[config.mk]
export PLATFORM = sky130hd
export DESIGN_NAME = io_router
export DESIGN_NICKNAME = d
export VERILOG_FILES = /design/src/logic/bedrock_pkg.sv /design/src/logic/host_pkg.sv /design/src/logic/io_router.sv
export SDC_FILE = /design/constraint.sdc
export NUM_CORES = 1
export LEC_CHECK = 0
export ABC_AREA = 1
export BUFFER_PORTS_ARGS = -buffer_cell sky130_fd_sc_hd__buf_2
export CORE_AREA = 2 2 244 246
export DETAILED_ROUTE_END_ITERATION = 12
export DIE_AREA = 0 0 246 248
export PLACE_DENSITY = 0.45
export SETUP_SLACK_MARGIN = 0.02
export SLEW_MARGIN = 0
export SYNTH_ARGS = -nofsm -noshare
export SYNTH_HDL_FRONTEND = slang
export SYNTH_SLANG_ARGS = --single-unit
[constraint.sdc]
create_clock -name clk_i -period 4.02 [get_ports clk_i]
set_input_delay 1.005 -clock clk_i [delete_from_list [all_inputs] [get_ports clk_i]]
set_output_delay 1.005 -clock clk_i [all_outputs]
set_load 0.005 [all_outputs]
[src/logic/bedrock_pkg.sv]
//####################################################################
// BedRock style message types
// Command and response formats shared by the loader, the router and
// the targets of the host I/O complex
//####################################################################

package bedrock_pkg;

  // Byte address of a command
  typedef logic [31:0] addr_t;

  // One data word
  typedef logic [63:0] data_t;

  // Command source identifier
  typedef logic [1:0] lce_id_t;

  // Source ids of the processor port and the boot loader
  localparam lce_id_t proc_id   = 2'd0;
  localparam lce_id_t loader_id = 2'd2;

  typedef enum logic [0:0]
  {
    msg_op_read  = 1'b0,
    msg_op_write = 1'b1
  } msg_op_e;

  typedef struct packed
  {
    msg_op_e op;
    addr_t   addr;
    lce_id_t src_id;
  } io_header_t;

  // Used for commands and for responses
  // Write responses carry zero data
  typedef struct packed
  {
    io_header_t header;
    data_t      data;
  } io_msg_t;

endpackage

[src/logic/host_pkg.sv]
//####################################################################
// Host address map and load records
// Region bases, host register offsets and the boot record format
//####################################################################

package host_pkg;

  // Address bits 31 to 28 pick the region
  localparam bedrock_pkg::addr_t host_base = 32'h1000_0000;
  localparam bedrock_pkg::addr_t mem_base  = 32'h8000_0000;

  // Offsets inside the host region
  localparam logic [7:0] trace_en_off = 8'h00;
  localparam logic [7:0] finish_off   = 8'h08;
  localparam logic [7:0] putchar_off  = 8'h10;

  // Trace enable bits
  typedef logic [7:0] trace_en_t;

  typedef enum logic [1:0]
  {
    nbf_op_write  = 2'd0,
    nbf_op_fence  = 2'd1,
    nbf_op_finish = 2'd2
  } nbf_op_e;

  // One load record
  typedef struct packed
  {
    nbf_op_e             op;
    bedrock_pkg::addr_t  addr;
    bedrock_pkg::data_t  data;
  } nbf_record_t;

endpackage

[src/logic/io_router.sv]
//####################################################################
// I/O router
// Fixed priority pick between loader and processor, region decode,
// one command in flight and a registered response back to the source
//####################################################################

`timescale 1ns/1ps

module io_router
(
  input  logic                  clk_i,
  input  logic                  arst_n_i,
  input  bedrock_pkg::io_msg_t  ldr_cmd_i,
  input  logic                  ldr_cmd_v_i,
  output logic                  ldr_cmd_ready_o,
  output bedrock_pkg::io_msg_t  ldr_resp_o,
  output logic                  ldr_resp_v_o,
  input  logic                  ldr_resp_ready_i,
  input  bedrock_pkg::io_msg_t  proc_cmd_i,
  input  logic                  proc_cmd_v_i,
  output logic                  proc_cmd_ready_o,
  output bedrock_pkg::io_msg_t  proc_resp_o,
  output logic                  proc_resp_v_o,
  input  logic                  proc_resp_ready_i,
  output logic                  host_req_o,
  output logic                  mem_req_o,
  output bedrock_pkg::io_msg_t  req_msg_o,
  input  bedrock_pkg::data_t    host_rdata_i,
  input  bedrock_pkg::data_t    mem_rdata_i
);

  typedef enum logic
  {
    router_idle,
    router_respond
  } router_state_e;

  router_state_e        state_r;
  bedrock_pkg::io_msg_t sel_msg;
  bedrock_pkg::io_msg_t resp_r;
  bedrock_pkg::data_t   rd_data;
  logic [3:0]           region;
  logic                 host_hit;
  logic                 mem_hit;
  logic                 accept;
  logic                 to_ldr;
  logic                 responding;
  logic                 resp_xfer;

  // Loader wins when both are valid
  assign ldr_cmd_ready_o  = (state_r == router_idle);
  assign proc_cmd_ready_o = (state_r == router_idle) & ~ldr_cmd_v_i;
  assign accept = (ldr_cmd_v_i & ldr_cmd_ready_o) | (proc_cmd_v_i & proc_cmd_ready_o);
  assign sel_msg = ldr_cmd_v_i ? ldr_cmd_i : proc_cmd_i;

  assign region   = sel_msg.header.addr[31:28];
  assign host_hit = (region == host_pkg::host_base[31:28]);
  assign mem_hit  = (region == host_pkg::mem_base[31:28]);

  // Unmapped commands reach no target
  assign host_req_o = accept & host_hit;
  assign mem_req_o  = accept & mem_hit;
  assign req_msg_o  = sel_msg;

  always_comb
  begin
    if (host_hit)
      rd_data = host_rdata_i;
    else if (mem_hit)
      rd_data = mem_rdata_i;
    else
      rd_data = '0;
  end

  always_ff @(posedge clk_i)
  begin
    if (accept)
    begin
      resp_r.header <= sel_msg.header;
      resp_r.data   <= (sel_msg.header.op == bedrock_pkg::msg_op_read) ? rd_data : '0;
    end
  end

  // Steer by the source id of the held response
  assign responding    = (state_r == router_respond);
  assign to_ldr        = (resp_r.header.src_id == bedrock_pkg::loader_id);
  assign ldr_resp_o    = resp_r;
  assign proc_resp_o   = resp_r;
  assign ldr_resp_v_o  = responding & to_ldr;
  assign proc_resp_v_o = responding & ~to_ldr;
  assign resp_xfer = (ldr_resp_v_o & ldr_resp_ready_i) | (proc_resp_v_o & proc_resp_ready_i);

  always_ff @(posedge clk_i or negedge arst_n_i)
  begin
    if (!arst_n_i)
      state_r <= router_idle;
    else if (accept)
      state_r <= router_respond;
    else if (resp_xfer)
      state_r <= router_idle;
  end

  a_proc_resp_hold: assert property (@(posedge clk_i) disable iff (!arst_n_i)
    proc_resp_v_o && !proc_resp_ready_i |=> proc_resp_v_o && $stable(proc_resp_o));

endmodule

Yosys cells after proc, flatten, opt, wreduce, memory -nomap -nowiden

Cells that the tools add are included.

Bits in registers: 100
Output and inout bits: 303
Word-level logic and storage cells: 28

Eq/ne operators: 3
Mux-type cells: 5
Bitwise logic cells: 14
Reductions and logical operators: 1

Operator list:

| kind                                                                   | count |
|---|---|
| 64-bit 2-to-1 mux                                                      | 2 |
| 99-bit 2-to-1 mux                                                      | 1 |
| 1-bit AND                                                              | 9 |
| 4-bit by 1-bit equality test with 1-bit output (second input constant) | 1 |
| 4-bit equality test (second input constant)                            | 1 |
| 1-bit NOT                                                              | 3 |
| 2-bit equality test (second input constant)                            | 1 |
| 1-bit 2-to-1 mux                                                       | 2 |
| 1-bit OR                                                               | 2 |
| 2-bit nonzero test                                                     | 1 |

Depth between registers and ports, before layout

Word-level depth: 7
Mapped depth: 9
Mapped depth without buffers: 6

Worst setup path before layout

OpenSTA, ideal clock, no wires.

Kind: input to register
From: input port ldr_cmd_v_i
To: register resp_r, in the netlist ldr_resp_o[0] (enable)
Library setup time: 0.452 ns
Data arrival time: 3.264 ns
Required time: 3.568 ns
Path slack: 0.304 ns
Stages: 3
Path through: buf_2 > o21ai_0 > inv_1

Word-level cells in the longest chain between the ends: 4
Elaborated cells on any way between the ends: 5
Classes of those cells: bitwise: 5

RTL lines:

| element            | RTL line        | source |
|---|---|---|
| start: declaration | io_router.sv:14 | `input logic ldr_cmd_v_i,` |
| 1-bit NOT          | io_router.sv:52 | `assign proc_cmd_ready_o = (state_r == router_idle) & ~ldr_cmd_v_i;` |
| 1-bit AND          | io_router.sv:52 |  |
| 1-bit AND          | io_router.sv:53 | `assign accept = (ldr_cmd_v_i & ldr_cmd_ready_o) \| (proc_cmd_v_i & proc_cmd_ready_o);` |
| 1-bit OR (*)       | io_router.sv:53 |  |
| net accept         | io_router.sv:45 | `logic accept;` |
| end: declaration   | io_router.sv:40 | `bedrock_pkg::io_msg_t resp_r;` |

The timed path passes the listed nets; every way through them passes the cells marked *.
A chain may end at the register's enable or synchronous reset.

==> results.tsv <==
metric	value	unit
status	completed	
Final period util	83.4	%
Setup Viol. Count Final	0	
CP max stage cell	buf_4	
Starting Density	11.2	%
RSZ-0062 raised after global routing	false	
Hold-fix buffers, CTS	0	
number of synthesized flops with an enable pin	99	
# DRC	0	
row count	89	
Inserted Clock Buffers	9	
Final Critical Period	3.35	ns
CTS tree	built	
Critical Path Start Type	primary input	
Setup Buffers After CTS	0	
PwrDens	427	mW/mm2
Max stage delay on crit path	0.53	ns
GRT Overall Usage	12.6	%
crit path DAT	2.35	ns
final cell area excluding filler cells	0.0101	mm2
Final Max Tran Viols	0	
# IOs	635	
mean post-synth cell area	8.44	um2
Sink Count	100	
final WL	40500	um
H-tree depth	3	
Synth-to-Final Area Change	54.2	%
total grt overflow	0	
Syn Nets	1106	
predominant post-synthesis flop cell	edfxtp_1	
crit-path max FO	55	
CP required	3.01	ns
worst slew pin tran	0.961	ns
CTS clk-pin slew, worst paths	0.06	ns
peak supply drop	0.180	mV
yosys synthesis warning count	0	
filler instances	6704	
Seq cells post-synth	100	
slew margin rel.	35.9	%
Initial DRC Count	374	
die height	248	um
maximum capacitance violations	0	
CP endpoint kind	output pin	
first-pass GRT wire length	52600	um
post-route ant nets	0	
share of layout cells above drive strength 1	56.0	%
sequential area share after synthesis	45.9	%
Max Root-Sink Buffers	2	
Post-Syn Area	0.00654	mm2
full die area	0.0610	mm2
antenna cells	0	
die width	246	um
f_max	0.298	GHz
TritonRoute pass-1 iters	5	
hold crit path type	in2async	
clk_lat worst skew	0.40	ns
largest net degree at the start of global routing	129	
antenna violations before repair	9	
Final nets	1608	
number of I/O port buffers	634	
DR vias/cell	3.63	
drt wl/cell	19.7	um
GP Congestion	0.924	
area post-placement	0.00974	mm2
dpl hpwl	34700	um
endpoints failing hold	0	
CTS root buf	clkbuf_16	
Leak	0.00494	uW
Synth cell types	20	
final core occ	17.2	%
critical path class	in2out	
vias	7455	
Async S/R FF share, synth	1.00	%
Core ar.	0.0585	mm2
setup TNS	0	ns
critical-path cell list	buf_4 -> buf_4 -> nand2_1 -> nand2_1 -> buf_2	
post-CTS sizing	0	
Mapped Cells	774	
vias in the first global route	7227	
Setup Skew	0.0334	ns
## critical path: cells and delay by family
family / cells / cell delay [ns]
buf+inv: 3 / 0.95
simple gates: 2 / 0.39
## final cells by class
cell class                      count  area [um2]  area share (%)
Tap cell                          773         967            9.60
Inverter                            9        38.8           0.385
Clock inverter                      6         103            1.02
Sequential cell                   100        3000            29.8
Clock buffer                       10         229            2.27
Multi-Input combinational cell    509        2400            23.9
Timing Repair Buffer              647        3340            33.1
## synth_stat cells (8+ instances only)
| master | instances | share of area [%] |
|---|---|---|
| buf_1 | 10 | 0.57 |
| buf_2 | 12 | 0.92 |
| inv_1 | 8 | 0.46 |
| edfxtp_1 | 99 | 45 |
| nand3_1 | 99 | 7.6 |
| nand3_2 | 29 | 4.4 |
| a21oi_2 | 16 | 2.1 |
| clkbuf_1 | 11 | 0.63 |
| a21oi_1 | 49 | 3.8 |
| buf_4 | 111 | 13 |
| nand2_1 | 301 | 17 |
| buf_6 | 12 | 2.1 |
## where the power goes
group          internal (uW)  switching [uW]  leakage [uW]
combinational            617             933       0.00380
clock                    605             439      0.000162
sequential              1530             175      0.000987
## final timing paths
kind | slack [ns] | end | cells past startpoint | start
setup reg to reg | 1.64 | ldr_resp_o[10]$_SDFFCE_PP0P_ | 5 | responding$_DFFE_PN0P_
max in group asynchronous | 3.52 | responding$_DFFE_PN0P_ | 1 | arst_n_i
hold / removal | 0.41 | responding$_DFFE_PN0P_ | 1 | arst_n_i
min in group clk_i | 0.86 | responding$_DFFE_PN0P_ | 3 | ldr_resp_o[64]$_DFFE_PP_
hold reg to reg | 0.86 | responding$_DFFE_PN0P_ | 3 | ldr_resp_o[64]$_DFFE_PP_
setup / recovery | 0.67 | req_msg_o[63] | 5 | ldr_cmd_v_i
## sequential cells by signal (all words and copies together) (netlist names)
register    cells
ldr_resp_o     99
responding      1
## layer usage
layer	wire length [um]	vias up	GRT usage (%)
met1	15300	3420	13.9
met3	3570	71	3.90
li1	-	3475	-
met4	2190	8	7.47
met2	19400	481	21.1
met5	51	-	0
## cell families after synthesis
kind of cell	Yosys count	synth area share (%)
AOI/OAI and AO/OA	67	6.11
and+or+nand+nor	442	30.6
DFF	100	45.9
buffers and inverters	165	17.5
## stage by stage
stage                     cells  hold WS, ns  worst slack [ns]  power [uW]
after floorplan             774        0.630             0.304        2530
after global placement     2038        0.801             0.664        3360
after detailed placement   2038        0.796             0.657        3340
after CTS                  2054        0.376             0.660        4420
after global routing       2054        0.387             0.565        4580
final                      2054        0.410             0.668        4300
## cell usage in the layout (no fill, tap or decap), types with 5 or more instances in the layout
cell,count
buf_12,5
nand3_2,29
nand2_2,7
buf_2,633
buf_4,9
nand3_1,99
a21oi_2,16
nand2_1,300
clkbuf_16,9
edfxtp_1,99
inv_1,7
a21oi_1,49
No activity file was read; power rests on OpenSTA's default activity.
