--- config.mk ---
export PLATFORM = sky130hd
export DESIGN_NAME = nbf_loader
export DESIGN_NICKNAME = d
export VERILOG_FILES = /design/src/logic/bedrock_pkg.sv /design/src/logic/host_pkg.sv /design/src/logic/nbf_loader.sv
export SDC_FILE = /design/constraint.sdc
export NUM_CORES = 1
export LEC_CHECK = 0
export CORE_AREA = 2 2 117 119
export CTS_BUF_LIST = sky130_fd_sc_hd__clkbuf_4 sky130_fd_sc_hd__clkbuf_8
export DETAILED_ROUTE_END_ITERATION = 8
export DIE_AREA = 0 0 119 121
export DONT_BUFFER_PORTS = 1
export GPL_ROUTABILITY_DRIVEN = 1
export PLACE_DENSITY = 0.37
export SLEW_MARGIN = 20
export SYNTH_ARGS = -nofsm -noshare
export SYNTH_HDL_FRONTEND = slang
export SYNTH_SLANG_ARGS = --single-unit
--- constraint.sdc ---
create_clock -name clk_i -period 12.9 [get_ports clk_i]
set_input_delay 1.29 -clock clk_i [delete_from_list [all_inputs] [get_ports clk_i]]
set_output_delay 1.29 -clock clk_i [all_outputs]
set_load 0.1 [all_outputs]
--- src/logic/bedrock_pkg.sv ---
//####################################################################
// BedRock style message types
// Command and response formats shared by the loader, the router and
// the targets of the host I/O complex
//####################################################################

package bedrock_pkg;

  // Byte address of a command
  typedef logic [31:0] addr_t;

  // One data word
  typedef logic [63:0] data_t;

  // Command source identifier
  typedef logic [1:0] lce_id_t;

  // Source ids of the processor port and the boot loader
  localparam lce_id_t proc_id   = 2'd0;
  localparam lce_id_t loader_id = 2'd2;

  typedef enum logic [0:0]
  {
    msg_op_read  = 1'b0,
    msg_op_write = 1'b1
  } msg_op_e;

  typedef struct packed
  {
    msg_op_e op;
    addr_t   addr;
    lce_id_t src_id;
  } io_header_t;

  // Used for commands and for responses
  // Write responses carry zero data
  typedef struct packed
  {
    io_header_t header;
    data_t      data;
  } io_msg_t;

endpackage

--- src/logic/host_pkg.sv ---
//####################################################################
// Host address map and load records
// Region bases, host register offsets and the boot record format
//####################################################################

package host_pkg;

  // Address bits 31 to 28 pick the region
  localparam bedrock_pkg::addr_t host_base = 32'h1000_0000;
  localparam bedrock_pkg::addr_t mem_base  = 32'h8000_0000;

  // Offsets inside the host region
  localparam logic [7:0] trace_en_off = 8'h00;
  localparam logic [7:0] finish_off   = 8'h08;
  localparam logic [7:0] putchar_off  = 8'h10;

  // Trace enable bits
  typedef logic [7:0] trace_en_t;

  typedef enum logic [1:0]
  {
    nbf_op_write  = 2'd0,
    nbf_op_fence  = 2'd1,
    nbf_op_finish = 2'd2
  } nbf_op_e;

  // One load record
  typedef struct packed
  {
    nbf_op_e             op;
    bedrock_pkg::addr_t  addr;
    bedrock_pkg::data_t  data;
  } nbf_record_t;

endpackage

--- src/logic/nbf_loader.sv ---
//####################################################################
// Boot loader
// Turns load records into memory write commands and tracks the one
// command in flight; fence and finish wait for it to retire
//####################################################################

`timescale 1ns/1ps

module nbf_loader
(
  input  logic                   clk_i,
  input  logic                   arst_n_i,
  input  host_pkg::nbf_record_t  nbf_i,
  input  logic                   nbf_v_i,
  output logic                   nbf_ready_o,
  output bedrock_pkg::io_msg_t   cmd_o,
  output logic                   cmd_v_o,
  input  logic                   cmd_ready_i,
  input  bedrock_pkg::io_msg_t   resp_i,
  input  logic                   resp_v_i,
  output logic                   resp_ready_o,
  output logic                   done_o
);

  typedef enum logic [1:0]
  {
    loader_idle,
    loader_send,
    loader_wait,
    loader_done
  } loader_state_e;

  loader_state_e        state_r;
  loader_state_e        state_n;
  bedrock_pkg::io_msg_t cmd_r;
  logic                 finish_r;
  logic                 pending_r;
  logic                 done_r;
  logic                 rec_xfer;
  logic                 cmd_xfer;

  // Records are taken in idle and again after finish
  assign nbf_ready_o  = (state_r == loader_idle) || (state_r == loader_done);
  assign rec_xfer     = nbf_v_i & nbf_ready_o;
  assign cmd_v_o      = (state_r == loader_send);
  assign cmd_o        = cmd_r;
  assign cmd_xfer     = cmd_v_o & cmd_ready_i;
  assign resp_ready_o = 1'b1;
  assign done_o       = done_r;

  always_comb
  begin
    state_n = state_r;
    case (state_r)
      loader_idle, loader_done:
      begin
        if (rec_xfer)
          state_n = (nbf_i.op == host_pkg::nbf_op_write) ? loader_send : loader_wait;
      end
      loader_send:
      begin
        if (cmd_xfer)
          state_n = loader_idle;
      end
      loader_wait:
      begin
        // Fence and finish hold until the last write retires
        if (!pending_r)
          state_n = finish_r ? loader_done : loader_idle;
      end
      default:
        state_n = loader_idle;
    endcase
  end

  always_ff @(posedge clk_i or negedge arst_n_i)
  begin
    if (!arst_n_i)
    begin
      state_r   <= loader_idle;
      finish_r  <= 1'b0;
      pending_r <= 1'b0;
      done_r    <= 1'b0;
    end
    else
    begin
      state_r <= state_n;
      if (rec_xfer)
        finish_r <= (nbf_i.op == host_pkg::nbf_op_finish);
      if (cmd_xfer)
        pending_r <= 1'b1;
      else if (resp_v_i)
        pending_r <= 1'b0;
      if (state_r == loader_wait && !pending_r && finish_r)
        done_r <= 1'b1;
    end
  end

  always_ff @(posedge clk_i)
  begin
    if (rec_xfer && nbf_i.op == host_pkg::nbf_op_write)
    begin
      cmd_r.header.op     <= bedrock_pkg::msg_op_write;
      cmd_r.header.addr   <= nbf_i.addr;
      cmd_r.header.src_id <= bedrock_pkg::loader_id;
      cmd_r.data          <= nbf_i.data;
    end
  end

  // Router only answers commands this loader has issued
  a_resp_pending: assert property (@(posedge clk_i) disable iff (!arst_n_i)
    resp_v_i |-> pending_r && resp_i.header.src_id == bedrock_pkg::loader_id);

endmodule

---- Word level (Yosys, flattened, before mapping) ----
Cells that the tools add are included.
Widths: inputs -> output; s select.
word-level totals
  register bits ........................... 101
  input bits .............................. 202
  output and inout bits ................... 103
  logic and storage cells ................. 33
cells by class
  eq/ne operators ......................... 7
  muxes and demuxes ....................... 8
  bitwise operators ....................... 2
  reduce and logical (&&, ||, !) cells .... 10
operators by type and width
  cell                number
  $mux 2              5
  $eq 2x2->1 const B  3
  $pmux 2 s3          1
  $logic_not 2->1     2
  $ne 2x2->1 const B  2
  $logic_and 1x1->1   3
  $reduce_and 3->1    1
  $and 1x1->1         2
  $eq 2x1->1 const B  1
  $mux 1              2
  $ne 2x1->1 const B  1
  $reduce_bool 2->1   1
  $reduce_or 2->1     1
  $logic_not 1->1     1
  $logic_or 1x1->1    1

---- Longest topological paths before layout ----
  word-level depth ........................ 5
  mapped depth ............................ 5
  depth with buffers taken out ............ 5

---- Worst setup path before layout ----
Ideal clock, no wire load.
  path type ............................... reg2reg
  from .................................... reg state_r[0]
  to ...................................... reg cmd_r, in the netlist cmd_o[0], enable pin
  library setup time ...................... 0.670 ns
  data arrival time ....................... 8.017 ns
  setup slack ............................. 4.214 ns
  cell stages (with the launch flop) ...... 5
  period minus slack after synthesis ...... 8.686 ns
  cells stage by stage .................... dfrtp_1 -> inv_1 -> ha_1 -> nand2_1 -> nor3_1
on the way
  longest elaborated chain between the ends .. 4
RTL lines
  what                                                  RTL line           text
  from (decl)                                           nbf_loader.sv:33   loader_state_e state_r;
  from (signal assigned)                                nbf_loader.sv:80   state_r <= loader_idle;
  from (signal assigned)                                nbf_loader.sv:87   state_r <= state_n;
  $eq 2x2->1 / $logic_not 2->1 (equally long branches)  nbf_loader.sv:43   assign nbf_ready_o = (state_r == loader_idle) || (state_r == loader_done);
  $logic_or 1x1->1 (*)                                  nbf_loader.sv:43
  named net nbf_ready_o                                 nbf_loader.sv:15   output logic nbf_ready_o,
  $and 1x1->1 (*)                                       nbf_loader.sv:44   assign rec_xfer = nbf_v_i & nbf_ready_o;
  $logic_and 1x1->1 (*)                                 nbf_loader.sv:101  if (rec_xfer && nbf_i.op == host_pkg::nbf_op_write)
  to (decl)                                             nbf_loader.sv:35   bedrock_pkg::io_msg_t cmd_r;
The timed path passes the listed nets; every way through them passes the cells marked *.
A chain may end at the register's enable or synchronous reset.

---- Worst setup path in the final report ----
  from .................................... reg state_r[0]
  to ...................................... out nbf_ready_o
on the way
  longest elaborated chain between the ends .. 2
RTL lines
  what                                                  RTL line
  $eq 2x2->1 / $logic_not 2->1 (equally long branches)  nbf_loader.sv:43
  $logic_or 1x1->1 (*)                                  nbf_loader.sv:43
  to (decl)                                             nbf_loader.sv:15
Mark *: on every way between the ends. The rest lies on a longest branch, timed or not.

==> summary.md <==
| Metric | Value |
|---|---|
| Status | completed |
| # DRC | 0 |
| Clock sink count | 101 |
| Post-Syn Area | 3200 µm² |
| Clk Latency, worst-skew pair | ~0.37 ns |
| CP required | 11.61 ns |
| Drt wl/cell | between 20 and 25 µm |
| Period utilisation layout | 0.238 |
| Pre-CTS setup slack | 9.69 ns |
| Critical path depth in cells | 2 |
| Root Buffer | clkbuf_8 |
| # hold bufs at CTS | 0 |
| Die H | 121 µm |
| Post-Layout Cell Count | around 320 |
| Slew Limit Fails | 0 |
| GRT Resource Usage Total | 0.0919 |
| Cts bufs inserted | 9 |
| Post-synthesis sequential area ratio | 0.941 |
| Crit path DAT | 1.78 ns |
| Clock skew | 0.0102 ns |
| Cell family with most CP delay | adder cells |
| Buf/Inv on CP | 1 |
| Worst rel slew slack | 0.299 |
| Worst Setup Start Kind | flip-flop |
| Die ar. | approximately 14000 µm² |
| First-pass GRT wire length | just over 9 mm |
| Remaining antenna violation count | 0 |
| Hold path depth | 1 |
| DRT Pass-1 Iters | 4 |
| Pwr Density | 238 nW/µm² |
| Critical path's largest stage delay | about 0.95 ns |
| Total wire length | 6.65 mm |
| Largest net degree at the start of global routing | 97 |
| Starting Density | 0.244 |
| Cts repair resizes | 0 |
| Min-delay worst type | flip-flop to flip-flop |
| Final worst slack | 9.83 ns |
| Htree depth | 3 |
| Ports | 305 |
| Ys flop type | edfxtp_1 |
| Vias in the first global route | 1351 |
| Final setup fails | 0 |
| R2R cell count | 5 |
| FF+latch count, synth | 101 |
| Layout net count | 345 |
| TritonCTS clock tree | built |
| Asr flop ratio synth | 0.0495 |
| Minimum clock period | 3.07 ns |
| Inserted Diodes | 0 |
| Crit path capture type | output pin |
| Area Overhead vs Synth | 12.0% |
| Number of vias per cell | 3.88 |
| Critical path class | flip-flop to output pin |
| Yosys top cell by area | edfxtp_1 |
| Maxcap violations | 0 |
| Mean Syn Cell Area | ~24 µm² |
| Max Clk Rate | 325 MHz |
| Grt total ovfl | 0 |
| Post-synth EDFFs | 96 |
| CORE AREA | 13100 µm² |
| Measured slew at the worst slew-check pin | 1.05 ns |
| Post-CTS setup buffer count | 0 |
| Lkg Pwr | 0.00110 µW |
| Placer Congestion | 0.718 |
| Final HPWL DP | 5.01 mm |
| Inst Count DP | 306 |
| Final TNS setup | 0 ns |
| Synth top area cells | edfxtp_1, dfrtp_1, buf_4 |
| Cell Rows | 42 |
| Total Power | 852 µW |
| Worst-path clk slew | roughly 0.090 ns |
| Post-synth top cells | edfxtp_1, dfrtp_1, inv_1, nand2_1, o21ai_0 |
| Post-synth top area share | 0.901 |
| Initial antenna violation count | 2 |
| Maximum VDD drop | 0.124 mV |
| Synth cell types | 15 |
| Crit Path Max Fanout | 7 |
| Unrepaired setup endpoints after global routing | no |
| Deepest clock path buffer count | 2 |
| Die Width | 119 µm |
| Yosys warns | 0 |
| Gate Count Post-Synth | around 130 |
| IO Port Bufs | 0 |
| Initial DRC Count | 35 |
| Share of layout cells above drive strength 1 | 0.130 |
| Endpoints failing hold | 0 |
| Most common cell in the synthesized netlist | edfxtp_1 |
| Worst path cell trace | inv_1 -> ha_1 |
| Total number of vias | 1250 |
| Slowest cell on crit path | ha_1 |
==> worst paths after layout <==
kind | from | end | slack, ns
setup / recovery | state_r[0]$_DFFE_PN0P_ | nbf_ready_o | 9.83
hold / removal | pending_r$_DFFE_PN0P_ | done_o$_DFFE_PN0P_ | 0.51
setup reg to reg | state_r[0]$_DFFE_PN0P_ | cmd_o[66]$_DFFE_PP_ | 9.91
hold reg to reg | pending_r$_DFFE_PN0P_ | done_o$_DFFE_PN0P_ | 0.51
max in group asynchronous | arst_n_i | state_r[1]$_DFFE_PN0P_ | 12.22
min in group asynchronous | arst_n_i | finish_r$_DFFE_PN0P_ | 0.61
==> layout by cell type, fill, tap and decap left out, drive strengths merged <==
cell type / netlist / layout
edfxtp: 96 / 96
clkbuf: 0 / 10
inv: 5 / 6
nand2: 5 / 5
o21ai: 5 / 5
dfrtp: 5 / 5
conb: 2 / 4
clkinv: 0 / 3
ha: 2 / 2
clkinvlp: 0 / 2
mux2: 2 / 2
nor3: 1 / 1
or3b: 1 / 1
o221ai: 1 / 1
nand2b: 1 / 1
o21bai: 1 / 1
buf: 4 / 1
==> through the flow <==
step | utilization | hold WS, ns | instance area, µm²
finish | 0.274 | 0.511 | 3580
global route | 0.274 | 0.521 | 3580
CTS | 0.273 | 0.502 | 3580
detailed placement | 0.260 | 0.493 | 3410
global placement | 0.260 | 0.467 | 3410
floorplan | - | 0.450 | 3210
==> flip-flops by register name, indices dropped and copies added (netlist names) <==
signal and count:
state_r 2, pending_r 1, done_o 1, finish_r 1, cmd_o 96
==> area by class of cell <==
cell class	count	area, µm²
fillers	1275	9500
flip-flops and latches	101	3010
well taps	176	220
multi-input cells	23	154
clock buffers	10	131
clock inverters	6	37.5
inverters	5	18.8
repair buffers	1	11.3
==> report_power, final <==
group | switching (µW) | internal, µW | leakage (µW)
clock network | 104 | 71.6 | 0.0000835
registers | 201 | 401 | 0.000934
logic | 60.1 | 15.4 | 0.0000839
total | 365 | 488 | 0.00110
==> metal layers <==
layer | share of wire | vias to the layer above | global-route usage
met5 | 0.0020 | - | 0
met2 | 0.50 | 137 | 0.144
met1 | 0.34 | 584 | 0.0858
met3 | 0.13 | 13 | 0.0658
met4 | 0.024 | 2 | 0.0580
li1 | - | 514 | -
==> kinds of logic after synthesis <==
family          after synthesis  synth area share
flops                       101             0.941
buf+inv                       9            0.0153
simple gates                  8            0.0121
compound gates                7            0.0149
mux                           2           0.00704
fa+ha+maj                     2           0.00782
other cells                   2           0.00235
Power figures use the tool's default switching activity.
