**src/logic/bedrock_pkg.sv**
```systemverilog
//####################################################################
// BedRock style message types
// Command and response formats shared by the loader, the router and
// the targets of the host I/O complex
//####################################################################

package bedrock_pkg;

  // Byte address of a command
  typedef logic [31:0] addr_t;

  // One data word
  typedef logic [63:0] data_t;

  // Command source identifier
  typedef logic [1:0] lce_id_t;

  // Source ids of the processor port and the boot loader
  localparam lce_id_t proc_id   = 2'd0;
  localparam lce_id_t loader_id = 2'd2;

  typedef enum logic [0:0]
  {
    msg_op_read  = 1'b0,
    msg_op_write = 1'b1
  } msg_op_e;

  typedef struct packed
  {
    msg_op_e op;
    addr_t   addr;
    lce_id_t src_id;
  } io_header_t;

  // Used for commands and for responses
  // Write responses carry zero data
  typedef struct packed
  {
    io_header_t header;
    data_t      data;
  } io_msg_t;

endpackage

```
**src/logic/host_pkg.sv**
```systemverilog
//####################################################################
// Host address map and load records
// Region bases, host register offsets and the boot record format
//####################################################################

package host_pkg;

  // Address bits 31 to 28 pick the region
  localparam bedrock_pkg::addr_t host_base = 32'h1000_0000;
  localparam bedrock_pkg::addr_t mem_base  = 32'h8000_0000;

  // Offsets inside the host region
  localparam logic [7:0] trace_en_off = 8'h00;
  localparam logic [7:0] finish_off   = 8'h08;
  localparam logic [7:0] putchar_off  = 8'h10;

  // Trace enable bits
  typedef logic [7:0] trace_en_t;

  typedef enum logic [1:0]
  {
    nbf_op_write  = 2'd0,
    nbf_op_fence  = 2'd1,
    nbf_op_finish = 2'd2
  } nbf_op_e;

  // One load record
  typedef struct packed
  {
    nbf_op_e             op;
    bedrock_pkg::addr_t  addr;
    bedrock_pkg::data_t  data;
  } nbf_record_t;

endpackage

```
**src/logic/host_regs.sv**
```systemverilog
//####################################################################
// Host register block
// Trace enable bits, sticky finish flag and a character output
//####################################################################

`timescale 1ns/1ps

module host_regs
(
  input  logic                  clk_i,
  input  logic                  arst_n_i,
  input  logic                  req_i,
  input  bedrock_pkg::io_msg_t  req_msg_i,
  output bedrock_pkg::data_t    rdata_o,
  output host_pkg::trace_en_t   trace_en_o,
  output logic                  finish_o,
  output logic [7:0]            putchar_o,
  output logic                  putchar_v_o
);

  host_pkg::trace_en_t trace_en_r;
  logic                finish_r;
  logic                putchar_v_r;
  logic [7:0]          putchar_r;
  logic [7:0]          offset;
  logic                wr;

  assign offset = req_msg_i.header.addr[7:0];
  assign wr     = req_i & (req_msg_i.header.op == bedrock_pkg::msg_op_write);

  // Only trace_en reads back
  assign rdata_o = (offset == host_pkg::trace_en_off) ? bedrock_pkg::data_t'(trace_en_r) : '0;

  always_ff @(posedge clk_i or negedge arst_n_i)
  begin
    if (!arst_n_i)
    begin
      trace_en_r  <= '0;
      finish_r    <= 1'b0;
      putchar_v_r <= 1'b0;
    end
    else
    begin
      if (wr && offset == host_pkg::trace_en_off)
        trace_en_r <= req_msg_i.data[7:0];
      if (wr && offset == host_pkg::finish_off)
        finish_r <= 1'b1;
      putchar_v_r <= wr && (offset == host_pkg::putchar_off);
    end
  end

  always_ff @(posedge clk_i)
  begin
    if (wr && offset == host_pkg::putchar_off)
      putchar_r <= req_msg_i.data[7:0];
  end

  assign trace_en_o  = trace_en_r;
  assign finish_o    = finish_r;
  assign putchar_o   = putchar_r;
  assign putchar_v_o = putchar_v_r;

endmodule

```
**config.mk**
```make
export PLATFORM = sky130hd
export DESIGN_NAME = host_regs
export DESIGN_NICKNAME = d
export VERILOG_FILES = /design/src/logic/bedrock_pkg.sv /design/src/logic/host_pkg.sv /design/src/logic/host_regs.sv
export SDC_FILE = /design/constraint.sdc
export NUM_CORES = 1
export LEC_CHECK = 0
export BUFFER_PORTS_ARGS = -buffer_cell sky130_fd_sc_hd__buf_2
export CAP_MARGIN = 25
export CORE_AREA = 2 2 71 73
export DETAILED_ROUTE_END_ITERATION = 10
export DIE_AREA = 0 0 73 75
export HOLD_SLACK_MARGIN = 0.05
export PLACE_DENSITY = 0.73
export SYNTH_ARGS = -nofsm -noshare
export SYNTH_HDL_FRONTEND = slang
export SYNTH_SLANG_ARGS = --single-unit
```
**constraint.sdc**
```tcl
create_clock -name clk_i -period 1.5 [get_ports clk_i]
set_input_delay 0.225 -clock clk_i [delete_from_list [all_inputs] [get_ports clk_i]]
set_output_delay 0.225 -clock clk_i [all_outputs]
set_load 0.05 [all_outputs]
```
Word level (Yosys, flattened, before mapping). Index checks and enable logic that the tools add are counted.

Logic and storage cells: 12. Register bits: 18. Output and inout bits: 82. Input port bits: 102.

Bitwise gates (word level): 1. Eq/ne operators: 2. Muxes and demuxes: 1. Reductions and logical operators: 4.

Operators by type and width (count): == test 8 x 4 -> 1 bit (second input constant) (1); == test 8 x 5 -> 1 bit (second input constant) (1); logical NOT 8 bit (1); two-way mux 8 bit (1); logical AND 1 bit (3); AND 1 bit (1).

Depth between registers and ports, before layout. Gate-level depths: netlist of run 1.

Depth after elaboration: 2. Depth in mapped cells: 4. Mapped depth without buffers: 3.

Least setup slack after synthesis of run 1. No wires, ideal clock.

Path kind: in2reg. From: in req_msg_i[67] (netlist bit). To: reg putchar_r[0] (netlist: putchar_o[0]) (enable). Required time: 1.113 ns. Library setup time: 0.387 ns. Arrival: 1.983 ns. Stages: 3. Slack: -0.870 ns. Cell sequence: or4_1 or4_1 nor3b_1.

Longest elaborated chain between the ends: 2.

Ends and longest elaborated chain: from (decl) (line host_regs.sv:13) `input bedrock_pkg::io_msg_t req_msg_i,`; == test 8 x 5 -> 1 bit (line host_regs.sv:54) `if (wr && offset == host_pkg::putchar_off)`; logical AND 1 bit (line host_regs.sv:54); to (signal assigned) (line host_regs.sv:55) `putchar_r <= req_msg_i.data[7:0];`; to (decl) (line host_regs.sv:24) `logic [7:0] putchar_r;`.

No other way between the ends. A chain may end at the register's enable or synchronous reset.

Worst setup path in the final report of run 1.
From: in req_msg_i[67] (netlist bit). To: reg putchar_r[4] (netlist: putchar_o[4]) (enable).

The elaborated chain is that of the path after synthesis.

==> results by group, run 1 <==
Logic synthesis
  • Post-synthesis register bit count: 18
  • Compound-cell area share of the yosys netlist: less than 1%
  • Post-Syn Instances: 102
  • Post-synth top cells: buf_4, dfrtp_1, and2_1, edfxtp_1, mux2_4
  • Combinational family with the most area after synthesis: buffers and inverters
  • Yosys top cell by area: buf_4
  • Most frequent cell after synthesis: buf_4
  • Synth async-reset ratio: 55.6%
  • Syn Area/Cell: 11.4 um^2
  • Post-Synth Adder-Cell Area: 0%
  • Top_reg_cell synth: dfrtp_1
  • Ranking of synthesized cells by area: buf_4, dfrtp_1, edfxtp_1
  • EDFF count, synth: 8
  • Synth cell types: 16
  • Post-synthesis cell area: 1160 um^2
  • Synth Area in XOR/XNOR: 0%
  • Post-synthesis sequential area ratio: between 40% and 50%
  • Mux cell area share after synthesis: between 10% and 20%
  • Synth top area share: around 36%
  • Ys Warns: 0
  • Synth Area in Simple Gates: under 10%

Worst hold path
  • Hold Path Class: primary input to register

GRT
  • First-pass GRT wire length: about 2900 um
  • Initial antenna violation count: 1
  • Largest net degree at the start of global routing: 11
  • Global Route Usage Sum: 7.43%
  • Total global routing overflow: 0
  • Vias in the first global route: 633

Run
  • # Max-Cap Violations: 0

Clock tree
  • Clock slew at reported path FFs: around 0.060 ns
  • CTS sink cnt: 18
  • Root buffer cell: clkbuf_8
  • H-Tree Depth: 1
  • CTS tree: built
  • Bufs on Longest Clock Path: 2
  • Clk Latency, worst-skew pair: about 0.25 ns
  • TritonCTS Buffers: 3

STA
  • Fin crit share: 118%
  • Hold Vio Cnt, Final: 0
  • Fin worst setup slack: -0.271 ns
  • Slew Limit Fails: 0
  • Final Setup Violations: 25
  • Clock skew: 0 ns
  • Tmin final: ~1.8 ns
  • RSZ-0062 raised after global routing: true
  • Fmax: 0.565 GHz
  • Fin Setup TNS: -5.36 ns

Floorplanning
  • Io pins: 184
  • Die Wd: ~73 um
  • Initial core utilization: roughly a quarter
  • FP Rows: 25
  • Floorplan core area: roughly 4700 um^2
  • Die Y: ~75 um
  • Die area: 5480 um^2

Route
  • Vias/cell: around 3.5
  • Wire per inst: a little over 10 um
  • Vias: 736
  • Antenna Nets Post-Route: 0
  • WL final: 2150 um
  • Iter 0 DRT Violations: 37
  • DRC Markers: 0
  • Pre-antenna DRT Iters: 4

Placement
  • PortBufs: 45
  • Dpl hpwl: ~1800 um
  • Routability congestion estimate: 0.733
  • Placed inst area: between 1000 and 1500 um^2

Power
  • Power density cells: roughly 880 nW/um^2
  • Internal power: 0.000801 W
  • Comb pwr share: 31.0%
  • Sw Share: between 30% and 40%
  • Clock Power Share: 28.8%
  • Sequential Power Share: between 40% and 50%
  • Peak supply drop: 0.208 mV
  • Switching pwr: between 0.0005 and 0.0006 W
  • Design Power: roughly 0.0013 W
  • Leak Pwr: 0.812 nW

Setup path
  • Critical Path Fanout Max: 9
  • Worst EP required: about 1.5 ns
  • WS Path Type: primary input to register
  • Worst Setup Start Kind: primary input
  • Arrival time of the worst setup path: ~1.7 ns
  • CP Capture Type: register

Run status
  • Status: finished with violations
  • Failing checks: negative setup slack

Final layout
  • ANT cells: 0
  • NumNets Final: ~260
  • Final core utilization: 32.1%
  • Post-route cell area: ~1500 um^2
  • Area grow syn2layout: 28.5%
  • Layout cells sized above 1: between 40% and 50%
## worst max-delay path, stage by stage
cell     delay, ns
buf_6         0.09
or4_4         0.53
or4_4         0.50
nor3b_4       0.24
buf_12        0.15
## metrics by stage
| step | instances | hold slack, ns | setup WS, ns |
|---|---|---|---|
| finish | 210 | 0.170 | -0.271 |
| global route | 210 | 0.163 | -0.300 |
| CTS | 210 | 0.164 | -0.284 |
| detailed placement | 205 | 0.0930 | -0.564 |
| global placement | 205 | 0.0918 | -0.530 |
| floorplan | 157 | -0.0706 | -0.447 |
## metal layers
metal	global-route usage [%]	vias to the layer above	wire length, um
met2	13.0	67	1040
met4	5.56	2	55
met5	0	-	13
met1	6.44	332	692
met3	3.88	8	351
li1	-	327	-
## power groups by stage
stage	clock network, W	registers [W]	logic (W)
finish	0.000380	0.000529	0.000408
global route	0.000412	0.000530	0.000423
CTS	0.000395	0.000529	0.000404
detailed placement	0	0.000538	0.000400
global placement	0	0.000538	0.000398
floorplan	0	0.000564	0.000434
## layout make-up
type / instances / area [um^2]
Fill cell: 461 / 3170
Multi-Input combinational cell: 82 / 498
Sequential cell: 18 / 490
Timing Repair Buffer: 52 / 383
Tap cell: 54 / 67.6
Clock buffer: 4 / 55.1
## cells in the final DEF (no fill, tap or decap), drive strengths merged
cell	netlist	final
edfxtp	8	8
and2	8	8
or3	1	1
clkbuf	0	4
nor3	1	1
nor2	1	1
or4	3	3
dlygate4sd3	0	1
nor3b	1	1
dfrtp	10	10
mux2	8	8
conb	1	56
nand2	1	1
buf	57	51
o21bai	1	1
nand4	1	1
## sequential cells by signal, summed over array words and instances, names as in the netlist
name,count
putchar_o,8
trace_en_o,8
finish_o,1
putchar_v_o,1
## kinds of logic after synthesis
family | after synthesis
buffers and inverters | 57
AO/OA/AOI/OAI | 1
other | 1
flip-flops | 18
multiplexers | 8
AND/OR/NAND/NOR | 17
## repair_timing
item / 4_1_cts / 5_1_grt
buffers inserted: 0 / 1
hold endpoints to repair: 10 / 0
hold buffers: 1 / 0
pin swaps: 0 / 3
gates resized for setup: 26 / 4
endpoints found under the setup margin: 25 / 25
## final timing paths
check	slack, ns	cells after the start	to	from
setup reg to reg	0.70	1	trace_en_o[2]$_DFFE_PN0P_	trace_en_o[2]$_DFFE_PN0P_
setup / recovery	-0.27	5	putchar_o[4]$_DFFE_PP_	req_msg_i[67]
hold / removal	0.17	1	putchar_o[3]$_DFFE_PP_	req_msg_i[3]
min in group asynchronous	0.36	2	trace_en_o[1]$_DFFE_PN0P_	arst_n_i
hold reg to reg	0.50	1	finish_o$_DFFE_PN0P_	finish_o$_DFFE_PN0P_
max in group asynchronous	0.95	2	trace_en_o[3]$_DFFE_PN0P_	arst_n_i
(Power assumes the default switching activity.)
==> run 2, diff against run 1 <==
Settings changed: SKIP_CTS_REPAIR_TIMING set to 1.
==> run 2 against run 1 <==
  * The flow still finishes with violations (negative setup slack)
  * Final area shrank 1.1%
  * Critical path depth is the same
  * Clock power hardly changed
  * Total power about the same
  * Combinational power is essentially flat
  * Global-route usage fell by 0.45 points
  * Clock skew did not move
  * Count of clock-buffer cells in the layout did not move
  * Largest power group unchanged
==> results by group, run 2 (synthesis gave the netlist of run 1 again) <==
Run status
  • Status: finished with violations
  • Failing checks: negative setup slack

Floorplanning
  • Floorplan core area: 4660 um^2 (unchanged)
  • FP Rows: 25 (unchanged)
  • Die area: 5480 um^2 (unchanged)
  • Die Wd: 73 um (unchanged)
  • Die Y: 75 um (unchanged)
  • Initial core utilization: 24.9% (unchanged)
  • Io pins: 184 (unchanged)

Setup path
  • R2r startpoint: trace_en_o[2]$_DFFE_PN0P_
  • Worst flop-to-flop path endpoint: trace_en_o[2]$_DFFE_PN0P_
  • CP Capture Type: register
  • CP Launch Point: req_msg_i[67]
  • Crit path top cell by count: or4_4
  • Worst Setup Start Kind: primary input
  • Critical Path Fanout Max: 9 (unchanged)
  • Worst path cell trace: buf_6, or4_4, or4_4, nor3b_4, buf_12
  • WS Path Type: primary input to register
  • Reg2reg setup slack: 0.71 ns (about the same)
  • Largest stage delay, worst path: 0.54 ns (about the same)
  • Slowest-stage cell, CP: or4_4
  • Worst EP required: 1.47 ns (about the same)
  • Worst setup path endpoint: putchar_o[4]$_DFFE_PP_
  • Reg2reg path depth: 1 (unchanged)
  • Arrival time of the worst setup path: 1.75 ns (about the same)

STA
  • Hold Vio Cnt, Final: 0 (unchanged)
  • Fin crit share: 119% (+0.79 points)
  • RSZ-0062 raised after global routing: true
  • Clock skew: 0 ns (unchanged)
  • Fin worst setup slack: -0.283 ns (-0.0118 ns)
  • Final Setup Violations: 25 (unchanged)
  • Fmax: 0.561 GHz (-0.66%)
  • Tmin final: 1.78 ns (+0.0118 ns)
  • Slew Limit Fails: 0 (unchanged)
  • Fin Hold WS: 0.169 ns (-0.000802 ns)

GRT
  • Total global routing overflow: 0 (unchanged)
  • First-pass GRT wire length: 2700 um (-6.9%)
  • Initial antenna violation count: 1 (unchanged)
  • Vias in the first global route: 600 (-5.2%)
  • Largest net degree at the start of global routing: 11 (unchanged)
  • Global Route Usage Sum: 6.98% (-0.45 points)

Route
  • DRC Markers: 0 (unchanged)
  • Met2 wire length: 1030 um (-0.58%)
  • Antenna Nets Post-Route: 0 (unchanged)
  • Vias: 745 (+1.2%)
  • Iter 0 DRT Violations: 41 (+11%)
  • WL final: 2150 um (about the same)
  • Vias/cell: 3.55 (+1.2%)
  • Met3 routed WL: 354 um (+0.85%)
  • Pre-antenna DRT Iters: 4 (unchanged)
  • Wire per inst: 10.3 um (about the same)
  • Wl on met1: 694 um (+0.29%)
  • Uppermost layer routed: met5

Final layout
  • Most common cell after layout, fill and taps aside: conb_1
  • Layout cells sized above 1: 48.7% (-0.64 points)
  • Fill count: 462 (+0.22%)
  • ANT cells: 0 (unchanged)
  • NumNets Final: 259 (unchanged)
  • Area grow syn2layout: 27.1%
  • Most frequent cells in the layout: conb_1, buf_2, dfrtp_1
  • Post-route cell area: 1480 um^2 (-1.1%)

Clock tree
  • Bufs on Longest Clock Path: 2 (unchanged)
  • TritonCTS Buffers: 3 (unchanged)
  • CTS tree: built
  • CTS sink cnt: 18 (unchanged)
  • Clk Latency, worst-skew pair: 0.25 ns (about the same)
  • H-Tree Depth: 1 (unchanged)
  • Clock slew at reported path FFs: 0.06 ns (about the same)
  • Root buffer cell: clkbuf_8

Placement
  • PortBufs: 45 (unchanged)
  • Placed inst area: 1330 um^2 (unchanged)
  • Routability congestion estimate: 0.733 (unchanged)
  • Dpl hpwl: 1800 um (unchanged)

Power
  • Power density cells: 891 nW/um^2 (+1.1%)
  • Comb pwr share: 31.0% (about the same)
  • Leak Pwr: 0.812 nW (about the same)
  • Sw Share: 39.2% (-0.061 points)
  • Clock Power Share: 28.9% (about the same)
  • Peak supply drop: 0.198 mV (-4.9%)
  • Internal power: 0.000801 W (about the same)
  • Switching pwr: 0.000516 W (-0.17%)
  • Design Power: 0.00132 W (about the same)
  • Sequential Power Share: 40.2% (about the same)

Worst hold path
  • Hold Path Class: primary input to register
  • Hold Startpoint: req_msg_i[3]

Run
  • # Max-Cap Violations: 0 (unchanged)
[run 2: cell counts in the layout (fill, tap and decap cells not counted)]
Identical to the previous run, type by type.
[run 2: power groups by stage]
| stage | sequential (W) | clock, W | combinational [W] |
|---|---|---|---|
| floorplan | 0.000564 | 0 | 0.000434 |
| global placement | 0.000538 | 0 | 0.000398 |
| global route | 0.000529 | 0.000412 | 0.000423 |
| detailed placement | 0.000538 | 0 | 0.000400 |
| CTS | 0.000529 | 0.000395 | 0.000400 |
| finish | 0.000529 | 0.000380 | 0.000408 |
[run 2: cell type report]
class / instances / area [um^2] / area share [%]
Tap cell: 54 / 67.6 / 4.57
Clock buffer: 4 / 55.1 / 3.73
Timing Repair Buffer: 52 / 374 / 25.3
Sequential cell: 18 / 490 / 33.2
Multi-Input combinational cell: 82 / 490 / 33.2
[run 2: per-stage QoR]
| stage | setup slack, ns | TNS, ns | util, % | std cells |
|---|---|---|---|---|
| finish | -0.283 | -4.34 | 31.7 | 210 |
| global placement | -0.530 | -9.63 | 28.5 | 205 |
| CTS | -0.300 | -5.62 | 29.6 | 209 |
| detailed placement | -0.564 | -10.13 | 28.5 | 205 |
| global route | -0.312 | -4.95 | 31.7 | 210 |
| floorplan | -0.447 | -6.21 | - | 157 |
[run 2: worst min path at each step]
stage	to	cells past startpoint
after floorplan	finish_o$_DFFE_PN0P_	0
after global placement	trace_en_o[4]$_DFFE_PN0P_	1
after detailed placement	trace_en_o[6]$_DFFE_PN0P_	1
final	putchar_o[3]$_DFFE_PP_	1
after CTS	trace_en_o[6]$_DFFE_PN0P_	1
after global routing	putchar_o[3]$_DFFE_PP_	1
[run 2: per-layer routing]
metal | GRT usage, % | vias to the layer above
met4 | 5.56 | 2
met2 | 12.1 | 69
met3 | 3.75 | 7
met5 | 0 | -
li1 | - | 329
met1 | 5.94 | 338
[run 2: critical path: cells and delay by family]
kind          cells  cell delay [ns]
simple gates      3             1.28
buf+inv           2             0.24
